$ cat config.mk
export PLATFORM = sky130hd
export DESIGN_NAME = uart_rx_top
export DESIGN_NICKNAME = d
export VERILOG_FILES = /design/src/uart_pkg.sv /design/src/axil_pkg.sv /design/src/uart_rx_top.sv /design/src/uart_axil_regs.sv /design/src/uart_rx_fifo.sv /design/src/uart_rx_deser.sv /design/src/uart_rx_fsm.sv /design/src/uart_baud_timer.sv
export VERILOG_INCLUDE_DIRS = /design/src /design/src/src
export SDC_FILE = /design/constraint.sdc
export NUM_CORES = 1
export LEC_CHECK = 0
export ABC_AREA = 1
export BUFFER_PORTS_ARGS = -buffer_cell sky130_fd_sc_hd__buf_2
export CORE_MARGIN = 4
export CORE_UTILIZATION = 50
export DETAILED_ROUTE_END_ITERATION = 16
export PLACE_DENSITY_LB_ADDON = 0.08
export SYNTH_ARGS = -nofsm -noshare
export SYNTH_HDL_FRONTEND = slang
export SYNTH_HIERARCHICAL = 1
export SYNTH_SLANG_ARGS = --single-unit
$ cat constraint.sdc
create_clock -name sys_clk -period 5.8 [get_ports sys_clk]
set_input_delay 1.16 -clock sys_clk [delete_from_list [all_inputs] [get_ports sys_clk]]
set_output_delay 1.16 -clock sys_clk [all_outputs]
set_load 0.005 [all_outputs]
$ cat src/uart_config.svh
`ifndef UART_CONFIG_SVH
`define UART_CONFIG_SVH

// system clock in Hz
`define UART_CLK_FREQ 25000000

// line rate, 16 clocks per bit at 25 MHz
`define UART_BAUD 1562500

// clocks per serial bit
`define UART_BIT_CYCLES (`UART_CLK_FREQ / `UART_BAUD)

// receive FIFO entries, power of two, at most 16
`define UART_FIFO_DEPTH 8

`endif
$ cat src/uart_pkg.sv
`default_nettype none

package uart_pkg;

    // width of the FIFO occupancy field, covers depths up to 16
    localparam int FIFO_CNT_W = 5;

    typedef enum logic [1:0] {
        ST_IDLE  = 2'd0,               // line high, waiting for start edge
        ST_START = 2'd1,               // confirming start bit at mid-bit
        ST_DATA  = 2'd2,               // 8 data bits, LSB first
        ST_STOP  = 2'd3                // stop bit sample
    } rx_state_e;

    typedef struct packed {
        logic       frame_err;         // stop bit was low
        logic [7:0] data;              // received byte
    } uart_frame_t;

    typedef struct packed {
        logic                  overrun; // sticky, frame dropped while full
        logic                  full;
        logic                  empty;
        logic [FIFO_CNT_W-1:0] count;   // entries held
    } fifo_status_t;

endpackage

`default_nettype wire

$ cat src/axil_pkg.sv
`default_nettype none

package axil_pkg;

    localparam int AXIL_ADDR_W = 32;
    localparam int AXIL_DATA_W = 32;

    // register map
    localparam logic [AXIL_ADDR_W-1:0] ADDR_RXDATA = 32'h0000_0000; // pop one byte
    localparam logic [AXIL_ADDR_W-1:0] ADDR_STATUS = 32'h0000_0004; // count, flags, w1c

    // response codes
    localparam logic [1:0] RESP_OKAY   = 2'b00;
    localparam logic [1:0] RESP_SLVERR = 2'b10;

    typedef struct packed {
        logic [AXIL_ADDR_W-1:0]   awaddr;
        logic                     awvalid;
        logic [AXIL_DATA_W-1:0]   wdata;
        logic [AXIL_DATA_W/8-1:0] wstrb;   // not decoded
        logic                     wvalid;
        logic                     bready;
        logic [AXIL_ADDR_W-1:0]   araddr;
        logic                     arvalid;
        logic                     rready;
    } axil_req_t;

    typedef struct packed {
        logic                   awready;
        logic                   wready;
        logic [1:0]             bresp;
        logic                   bvalid;
        logic                   arready;
        logic [AXIL_DATA_W-1:0] rdata;
        logic [1:0]             rresp;
        logic                   rvalid;
    } axil_rsp_t;

    // rxdata register view
    typedef struct packed {
        logic        empty;            // nothing popped, byte invalid
        logic [21:0] rsvd;
        logic        frame_err;
        logic [7:0]  data;
    } rxdata_view_t;

    // status register view
    typedef struct packed {
        logic [28-uart_pkg::FIFO_CNT_W:0] rsvd;
        logic                             overrun; // bit 7, write 1 to bit 0 clears
        logic                             full;
        logic                             empty;
        logic [uart_pkg::FIFO_CNT_W-1:0]  count;
    } status_view_t;

    typedef union packed {
        rxdata_view_t rxdata;
        status_view_t status;
    } axil_rdata_u;

endpackage

`default_nettype wire

$ cat src/uart_rx_top.sv
`timescale 1ns/1ps
`default_nettype none
`include "uart_config.svh"

module uart_rx_top
    import uart_pkg::*;
    import axil_pkg::*;
(
    input  wire       sys_clk,
    input  wire       rst_n,
    input  wire       uart_rxd,
    input  axil_req_t axil_req,
    output axil_rsp_t axil_rsp
);

    logic         rxd_sync;
    logic         start_edge;
    logic         timer_run;
    logic         mid_bit;
    logic [3:0]   bit_index;
    logic         sample_en;
    logic         stop_en;
    logic         wr_en;
    logic         rd_en;
    logic         clr_overrun;
    uart_frame_t  frame;                      // deserializer output
    uart_frame_t  rd_frame;                   // FIFO head
    fifo_status_t status;

    // ******************************************************************
    // receive path
    // ******************************************************************
    uart_rx_deser u_deser (
        .sys_clk   (sys_clk),
        .rst_n     (rst_n),
        .uart_rxd  (uart_rxd),
        .sample_en (sample_en),
        .stop_en   (stop_en),
        .rxd_sync  (rxd_sync),
        .start_edge(start_edge),
        .frame     (frame)
    );

    uart_rx_fsm u_fsm (
        .sys_clk   (sys_clk),
        .rst_n     (rst_n),
        .rxd_sync  (rxd_sync),
        .start_edge(start_edge),
        .mid_bit   (mid_bit),
        .bit_index (bit_index),
        .timer_run (timer_run),
        .sample_en (sample_en),
        .stop_en   (stop_en),
        .wr_en     (wr_en)
    );

    uart_baud_timer #(
        .BIT_CYCLES(`UART_BIT_CYCLES)
    ) u_timer (
        .sys_clk   (sys_clk),
        .rst_n     (rst_n),
        .timer_run (timer_run),
        .mid_bit   (mid_bit),
        .bit_index (bit_index)
    );

    // ******************************************************************
    // buffering and bus
    // ******************************************************************
    uart_rx_fifo #(
        .DEPTH(`UART_FIFO_DEPTH)
    ) u_fifo (
        .sys_clk    (sys_clk),
        .rst_n      (rst_n),
        .wr_en      (wr_en),
        .wr_frame   (frame),
        .rd_en      (rd_en),
        .rd_frame   (rd_frame),
        .clr_overrun(clr_overrun),
        .status     (status)
    );

    uart_axil_regs u_regs (
        .sys_clk    (sys_clk),
        .rst_n      (rst_n),
        .axil_req   (axil_req),
        .axil_rsp   (axil_rsp),
        .rd_frame   (rd_frame),
        .status     (status),
        .rd_en      (rd_en),
        .clr_overrun(clr_overrun)
    );

endmodule

`default_nettype wire

$ cat src/uart_axil_regs.sv
`timescale 1ns/1ps
`default_nettype none

module uart_axil_regs
    import uart_pkg::*;
    import axil_pkg::*;
(
    input  wire          sys_clk,
    input  wire          rst_n,
    input  axil_req_t    axil_req,
    output axil_rsp_t    axil_rsp,
    input  uart_frame_t  rd_frame,            // FIFO head
    input  fifo_status_t status,
    output logic         rd_en,               // pop FIFO
    output logic         clr_overrun
);

    logic                   awready;          // also drives wready
    logic                   bvalid;
    logic                   arready;
    logic                   rvalid;
    logic [1:0]             rresp;
    logic [AXIL_DATA_W-1:0] rdata;
    logic [AXIL_ADDR_W-1:0] ar_addr;          // latched read address
    logic                   wr_start;
    logic                   rd_start;
    axil_rdata_u            rd_word;
    logic                   rd_err;

    // ******************************************************************
    // write channel
    // ******************************************************************
    assign wr_start = axil_req.awvalid && axil_req.wvalid && !awready && !bvalid;

    always_ff @(posedge sys_clk) begin
        if (!rst_n) begin
            awready <= 1'b0;
            bvalid  <= 1'b0;
        end else begin
            awready <= wr_start;              // one-cycle pulse
            if (awready) begin
                bvalid <= 1'b1;               // response after accept
            end else if (axil_req.bready) begin
                bvalid <= 1'b0;
            end
        end
    end

    // w1c of overrun, unmapped writes dropped
    assign clr_overrun = awready && (axil_req.awaddr == ADDR_STATUS) && axil_req.wdata[0];

    // ******************************************************************
    // read channel
    // ******************************************************************
    assign rd_start = axil_req.arvalid && !arready && !rvalid; // stall while rvalid

    always_comb begin
        rd_word = '0;
        rd_err  = 1'b0;
        case (ar_addr)
            ADDR_RXDATA: begin
                rd_word.rxdata.empty = status.empty;
                if (!status.empty) begin
                    rd_word.rxdata.frame_err = rd_frame.frame_err;
                    rd_word.rxdata.data      = rd_frame.data;
                end
            end
            ADDR_STATUS: begin
                rd_word.status.overrun = status.overrun;
                rd_word.status.full    = status.full;
                rd_word.status.empty   = status.empty;
                rd_word.status.count   = status.count;
            end
            default: rd_err = 1'b1;           // unmapped, zero data
        endcase
    end

    // pop lands on the same edge rvalid rises
    assign rd_en = arready && (ar_addr == ADDR_RXDATA) && !status.empty;

    always_ff @(posedge sys_clk) begin
        if (!rst_n) begin
            arready <= 1'b0;
            rvalid  <= 1'b0;
        end else begin
            arready <= rd_start;
            if (arready) begin
                rvalid <= 1'b1;
            end else if (axil_req.rready) begin
                rvalid <= 1'b0;
            end
        end
    end

    always_ff @(posedge sys_clk) begin
        if (rd_start) begin
            ar_addr <= axil_req.araddr;
        end
        if (arready) begin                    // payload frozen until rready
            rdata <= rd_word;
            rresp <= rd_err ? RESP_SLVERR : RESP_OKAY;
        end
    end

    // response bundle
    assign axil_rsp.awready = awready;
    assign axil_rsp.wready  = awready;
    assign axil_rsp.bresp   = RESP_OKAY;
    assign axil_rsp.bvalid  = bvalid;
    assign axil_rsp.arready = arready;
    assign axil_rsp.rdata   = rdata;
    assign axil_rsp.rresp   = rresp;
    assign axil_rsp.rvalid  = rvalid;

endmodule

`default_nettype wire

$ cat src/uart_rx_fifo.sv
`timescale 1ns/1ps
`default_nettype none

module uart_rx_fifo
    import uart_pkg::*;
#(
    parameter int DEPTH = 8                   // power of two
) (
    input  wire          sys_clk,
    input  wire          rst_n,
    input  wire          wr_en,
    input  uart_frame_t  wr_frame,
    input  wire          rd_en,
    output uart_frame_t  rd_frame,            // head entry, show-ahead
    input  wire          clr_overrun,
    output fifo_status_t status
);

    localparam int AW = $clog2(DEPTH);

    uart_frame_t   mem [DEPTH];
    logic [AW-1:0] wr_ptr;
    logic [AW-1:0] rd_ptr;
    logic [AW:0]   count;                     // 0..DEPTH
    logic          overrun;
    logic          full;
    logic          empty;
    logic          do_wr;
    logic          do_rd;

    assign full  = (count == (AW+1)'(DEPTH));
    assign empty = (count == '0);
    assign do_wr = wr_en && !full;            // dropped when full
    assign do_rd = rd_en && !empty;           // ignored when empty

    // ******************************************************************
    // storage and pointers
    // ******************************************************************
    always_ff @(posedge sys_clk) begin
        if (do_wr) begin
            mem[wr_ptr] <= wr_frame;
        end
    end

    always_ff @(posedge sys_clk) begin
        if (!rst_n) begin
            wr_ptr  <= '0;
            rd_ptr  <= '0;
            count   <= '0;
            overrun <= 1'b0;
        end else begin
            if (do_wr) wr_ptr <= wr_ptr + 1'b1;   // wraps at DEPTH
            if (do_rd) rd_ptr <= rd_ptr + 1'b1;
            case ({do_wr, do_rd})
                2'b10:   count <= count + 1'b1;
                2'b01:   count <= count - 1'b1;
                default: count <= count;
            endcase
            if (wr_en && full) begin
                overrun <= 1'b1;              // set wins over clear
            end else if (clr_overrun) begin
                overrun <= 1'b0;
            end
        end
    end

    assign rd_frame       = mem[rd_ptr];
    assign status.overrun = overrun;
    assign status.full    = full;
    assign status.empty   = empty;
    assign status.count   = FIFO_CNT_W'(count);

endmodule

`default_nettype wire

$ cat src/uart_rx_deser.sv
`timescale 1ns/1ps
`default_nettype none

module uart_rx_deser
    import uart_pkg::*;
(
    input  wire         sys_clk,
    input  wire         rst_n,
    input  wire         uart_rxd,             // raw serial input
    input  wire         sample_en,
    input  wire         stop_en,
    output logic        rxd_sync,
    output logic        start_edge,
    output uart_frame_t frame
);

    logic       rxd_d0;                       // first sync stage
    logic       rxd_d1;                       // second sync stage
    logic       rxd_d2;                       // edge history
    logic [7:0] shift_reg;                    // data bits, LSB first

    // ******************************************************************
    // synchronizer and edge detect
    // ******************************************************************
    always_ff @(posedge sys_clk) begin
        if (!rst_n) begin
            rxd_d0 <= 1'b1;                   // line idles high
            rxd_d1 <= 1'b1;
            rxd_d2 <= 1'b1;
        end else begin
            rxd_d0 <= uart_rxd;
            rxd_d1 <= rxd_d0;
            rxd_d2 <= rxd_d1;
        end
    end

    assign rxd_sync   = rxd_d1;
    assign start_edge = rxd_d2 & ~rxd_d1;     // high to low

    // data path
    always_ff @(posedge sys_clk) begin
        if (sample_en) begin
            shift_reg <= {rxd_sync, shift_reg[7:1]};
        end
        if (stop_en) begin
            frame.data      <= shift_reg;
            frame.frame_err <= ~rxd_sync;     // stop bit must be high
        end
    end

endmodule

`default_nettype wire

$ cat src/uart_rx_fsm.sv
`timescale 1ns/1ps
`default_nettype none

module uart_rx_fsm
    import uart_pkg::*;
(
    input  wire        sys_clk,
    input  wire        rst_n,
    input  wire        rxd_sync,              // synchronized line
    input  wire        start_edge,            // falling edge pulse
    input  wire        mid_bit,
    input  wire  [3:0] bit_index,
    output logic       timer_run,
    output logic       sample_en,             // shift one data bit
    output logic       stop_en,               // latch byte and stop check
    output logic       wr_en                  // push frame into FIFO
);

    rx_state_e state;
    rx_state_e state_nxt;

    // ******************************************************************
    // next state
    // ******************************************************************
    always_comb begin
        state_nxt = state;
        case (state)
            ST_IDLE: begin
                if (start_edge) begin
                    state_nxt = ST_START;
                end
            end
            ST_START: begin
                if (mid_bit) begin            // still low means real start bit
                    state_nxt = rxd_sync ? ST_IDLE : ST_DATA;
                end
            end
            ST_DATA: begin
                if (mid_bit && (bit_index == 4'd8)) begin // last data bit taken
                    state_nxt = ST_STOP;
                end
            end
            ST_STOP: begin
                if (mid_bit) begin            // early return, next edge can come
                    state_nxt = ST_IDLE;
                end
            end
            default: state_nxt = ST_IDLE;
        endcase
    end

    always_ff @(posedge sys_clk) begin
        if (!rst_n) begin
            state <= ST_IDLE;
            wr_en <= 1'b0;
        end else begin
            state <= state_nxt;
            wr_en <= (state == ST_STOP) && mid_bit; // frame valid one cycle on
        end
    end

    // timer runs through start, data and stop
    assign timer_run = (state != ST_IDLE);
    assign sample_en = (state == ST_DATA) && mid_bit;
    assign stop_en   = (state == ST_STOP) && mid_bit;

endmodule

`default_nettype wire

$ cat src/uart_baud_timer.sv
`timescale 1ns/1ps
`default_nettype none

module uart_baud_timer #(
    parameter int BIT_CYCLES = 16                 // clocks per bit, at least 4
) (
    input  wire        sys_clk,
    input  wire        rst_n,
    input  wire        timer_run,                 // high for the length of a frame
    output logic       mid_bit,                   // one cycle, middle of each bit
    output logic [3:0] bit_index                  // 0 start, 1..8 data, 9 stop
);

    localparam int CNT_W = $clog2(BIT_CYCLES);

    logic [CNT_W-1:0] clk_cnt;                    // position inside the bit
    logic             bit_end;

    assign bit_end = (clk_cnt == CNT_W'(BIT_CYCLES - 1));

    // ******************************************************************
    // bit period counter
    // ******************************************************************
    always_ff @(posedge sys_clk) begin
        if (!rst_n) begin
            clk_cnt   <= '0;
            bit_index <= 4'd0;
        end else if (!timer_run) begin            // idle, hold at zero
            clk_cnt   <= '0;
            bit_index <= 4'd0;
        end else if (bit_end) begin               // wrap, next bit
            clk_cnt   <= '0;
            bit_index <= bit_index + 4'd1;
        end else begin
            clk_cnt   <= clk_cnt + 1'b1;
        end
    end

    // halfway point of the bit
    assign mid_bit = timer_run && (clk_cnt == CNT_W'(BIT_CYCLES / 2));

endmodule

`default_nettype wire

==> summary.md <==
| Metric | Value |
|---|---|
| CTS root buf | clkbuf_16 |
| Io pins | 149 |
| CTS sink cnt | 164 |
| Iter 0 DRT Violations | roughly 370 |
| Share of cells above drive strength 1 | 21.7% |
| Max Buffers Root-to-Sink | 2 |
| FMAX | about 380 MHz |
| Yosys top cell by area | edfxtp_1 |
| R2R setup slack | 3.14 ns |
| Post-synth top flop | edfxtp_1 |
| Yosys cell types | 40 |
| Peak supply drop | 0.232 mV |
| Nets | 822 |
| Setup_tns | 0 ns |
| Biggest regs | u_fifo/mem x72, u_regs/ar_addr x32, u_regs/rdata x10 |
| Clk_skew | 0.00591 ns |
| Area growth from synthesis to layout | 13.1% |
| Most used cell, CP | inv_1 |
| Worst-path cell chain | nor2_2 > nand3_2 > inv_1 > inv_1 > nand2_4 > nor2_2 > nand2_1 > inv_2 > ha_1 > nor2_1 > nor2_4 > ha_1 > a21oi_1 > xnor2_1 > o21ai_0 > inv_1 |
| Starting density of the core | 52.1% |
| Vias per cell | 4.89 |
| TritonCTS clock tree | done |
| Max Cap Violations | 0 |
| Vias in the first global route | approximately 4.3k |
| Final HPWL DP | between 8 and 9 mm |
| PD cells | 300 nW/um^2 |
| Ant diodes | 0 |
| Sequential area share after synthesis | 65.7% |
| # hold bufs at CTS | 0 |
| Worst Path Max Fanout | 10 |
| Area after DPL | 7400 um^2 |
| Final Setup Violations | 0 |
| Die area | 16000 um^2 |
| Worst setup SP type | flip-flop |
| Post CTS Setup Buffer Count | 0 |
| Worst path required time | around 6.1 ns |
| Share of flip-flops with an asynchronous set or reset | 0% |
| CP Class | flip-flop to flip-flop |
| Grt ovf | 0 |
| Crit path DAT | 2.97 ns |
| Drt drc | 0 |
| Worst setup margin | roughly 3.1 ns |
| Initial antenna violation count | 0 |
| Post-CTS Resized | 0 |
| Die height | 126 um |
| Fin. max-slew vios | 0 |
| Clock latency on the worst-skew pair | 0.42 ns |
| All-Layer GR Usage | 16.5% |
| Clock slew at reported path FFs | about 0.060 ns |
| Hold WC Path Type | flip-flop to flip-flop |
| Delay-heaviest family, CP | simple AND/OR/NAND/NOR gates |
| Cell row count | 42 |
| Cell area after layout | 7920 um^2 |
| CP Capture Type | flip-flop |
| Die width | 126 um |
| # H-tree levels | 4 |
| Period minus WS final | 2.66 ns |
| Yosys reg bits | 164 |
| List of most frequent post-synthesis cells | edfxtp_1, nor2_1, nand2_1, inv_1, buf_4 |
| Vias | between 4k and 5k |
| Final Hold Fails | 0 |
| YS warnings | 6 |
| Most frequent cell after synthesis | edfxtp_1 |
| PortBufs | 88 |
| CTS buffer count | 17 |
| Slowest cell on the critical path | dfxtp_1 |
| Max-slew headroom | 19.1% |
| Core ar. | ~13000 um^2 |
| Largest Register | u_fifo/mem |
| Slew @ Worst Pin | 1.21 ns |
| Gpl congestion | between 0.7 and 0.8 |
| First-pass GRT wire length | slightly above 20 mm |
| Post-DRT Antenna Nets | 0 |
| Number of synthesized flops with an enable pin | 132 |
| WL final | 12.7 mm |
| Final Cycle Share | about 46% |
| Mean Syn Cell Area | 11.3 um^2 |
| Drt wl/cell | 14.2 um |
| Synth top area share | a little under three fifths |
| Leak | 0.00313 uW |
| CP bufs+invs | 4 |
| Largest net degree at the start of global routing | 38 |
| CP peak stage delay | about 0.38 ns |
| Max FFs per register | 72 |
| Syn Inst Count | ~620 |
| Place WS | 3.15 ns |
| Synth area leaders | edfxtp_1, dfxtp_1, nor2_1, nand2_1, buf_4 |
| Outcome | finished, final reports clean |
| Router iterations before antenna repair | 5 |
| Synthesized cell area | 7000 um^2 |
| RSZ-0062 raised after global routing | no |
layout by cell type, fill, tap and decap left out, types with 2 or more instances in the layout:
master	instances
a21oi_1	17
buf_2	88
clkbuf_1	3
clkbuf_16	17
clkinv_1	5
clkinv_2	6
clkinv_4	2
clkinvlp_4	3
conb_1	26
dfxtp_1	31
edfxtp_1	132
ha_1	8
inv_1	52
inv_2	3
mux2i_1	9
nand2_1	88
nand2_2	3
nand2_4	3
nand3_1	17
nand3_2	4
nand4_1	4
nor2_1	102
nor2_2	10
nor2_4	6
nor3_1	7
nor4_1	2
o21ai_0	34
o21ai_1	11
o22ai_1	9
xnor2_1	3
power by group:
group | internal, uW | switching [uW] | total (uW)
sequential | 1280 | 12.4 | 1300
combinational | 33.3 | 41.7 | 75.0
clock | 581 | 421 | 1000
total | 1900 | 475 | 2370
worst register-to-register path, cell delays in order, from the launching register on:
cell and delay, ns:
dfxtp_1 0.38, nor2_2 0.18, nand3_2 0.08, inv_1 0.23, inv_1 0.15, nand2_4 0.11
nor2_2 0.03, nand2_1 0.14, inv_2 0.11, ha_1 0.23, nor2_1 0.18, nor2_4 0.06
ha_1 0.17, a21oi_1 0.17, xnor2_1 0.09, o21ai_0 0.16, inv_1 0.07
cell families (layout without fill, tap and decap cells):
logic type	after synthesis	in the layout	share of synthesized area [%]
multiplexers	9	9	1.29
AND/OR/NAND/NOR	253	253	16.7
other	2	26	0.107
buffers and inverters	108	182	8.75
flip-flops	164	164	65.7
AO/OA/AOI/OAI	73	73	5.48
XOR/XNOR	4	4	0.500
adder cells (fa/ha/maj)	8	8	1.43
per-layer routing:
layer	share of wire, %	up-vias	GRT usage (%)
li1	-	2199	-
met5	0	-	0
met2	49	120	27.4
met1	43	2038	21.0
met3	5.6	22	3.74
met4	1.7	0	6.50
final timing paths:
| kind | end | startpoint | cells after the start |
|---|---|---|---|
| worst min register to register | u_deser/rxd_sync$_SDFF_PN1_ | u_deser/rxd_d0$_SDFF_PN1_ | 2 |
| worst min-delay path | u_deser/rxd_sync$_SDFF_PN1_ | u_deser/rxd_d0$_SDFF_PN1_ | 2 |
| worst max-delay path | u_fifo/count[2]$_SDFFE_PN0P_ | u_fifo/count[1]$_SDFFE_PN0P_ | 16 |
| worst max register to register | u_fifo/count[2]$_SDFFE_PN0P_ | u_fifo/count[1]$_SDFFE_PN0P_ | 16 |
per-stage QoR:
stage	cells	utilization [%]	total power (uW)	hold slack [ns]
floorplan	645	-	1380	0.380
global placement	863	55.0	1390	0.396
detailed placement	863	55.0	1400	0.396
CTS	895	58.9	2390	0.411
global route	895	58.9	2460	0.438
finish	895	58.9	2370	0.405
final cells by class:
class,count,area (um^2)
fillers,1134,5530
well taps,176,220
clock inverters,12,90.1
clock buffers,20,437
repair buffers,89,448
flip-flops and latches,164,4610
inverters,61,241
multi-input cells,373,1880
Note: power is estimated with default switching activity, not from simulation.
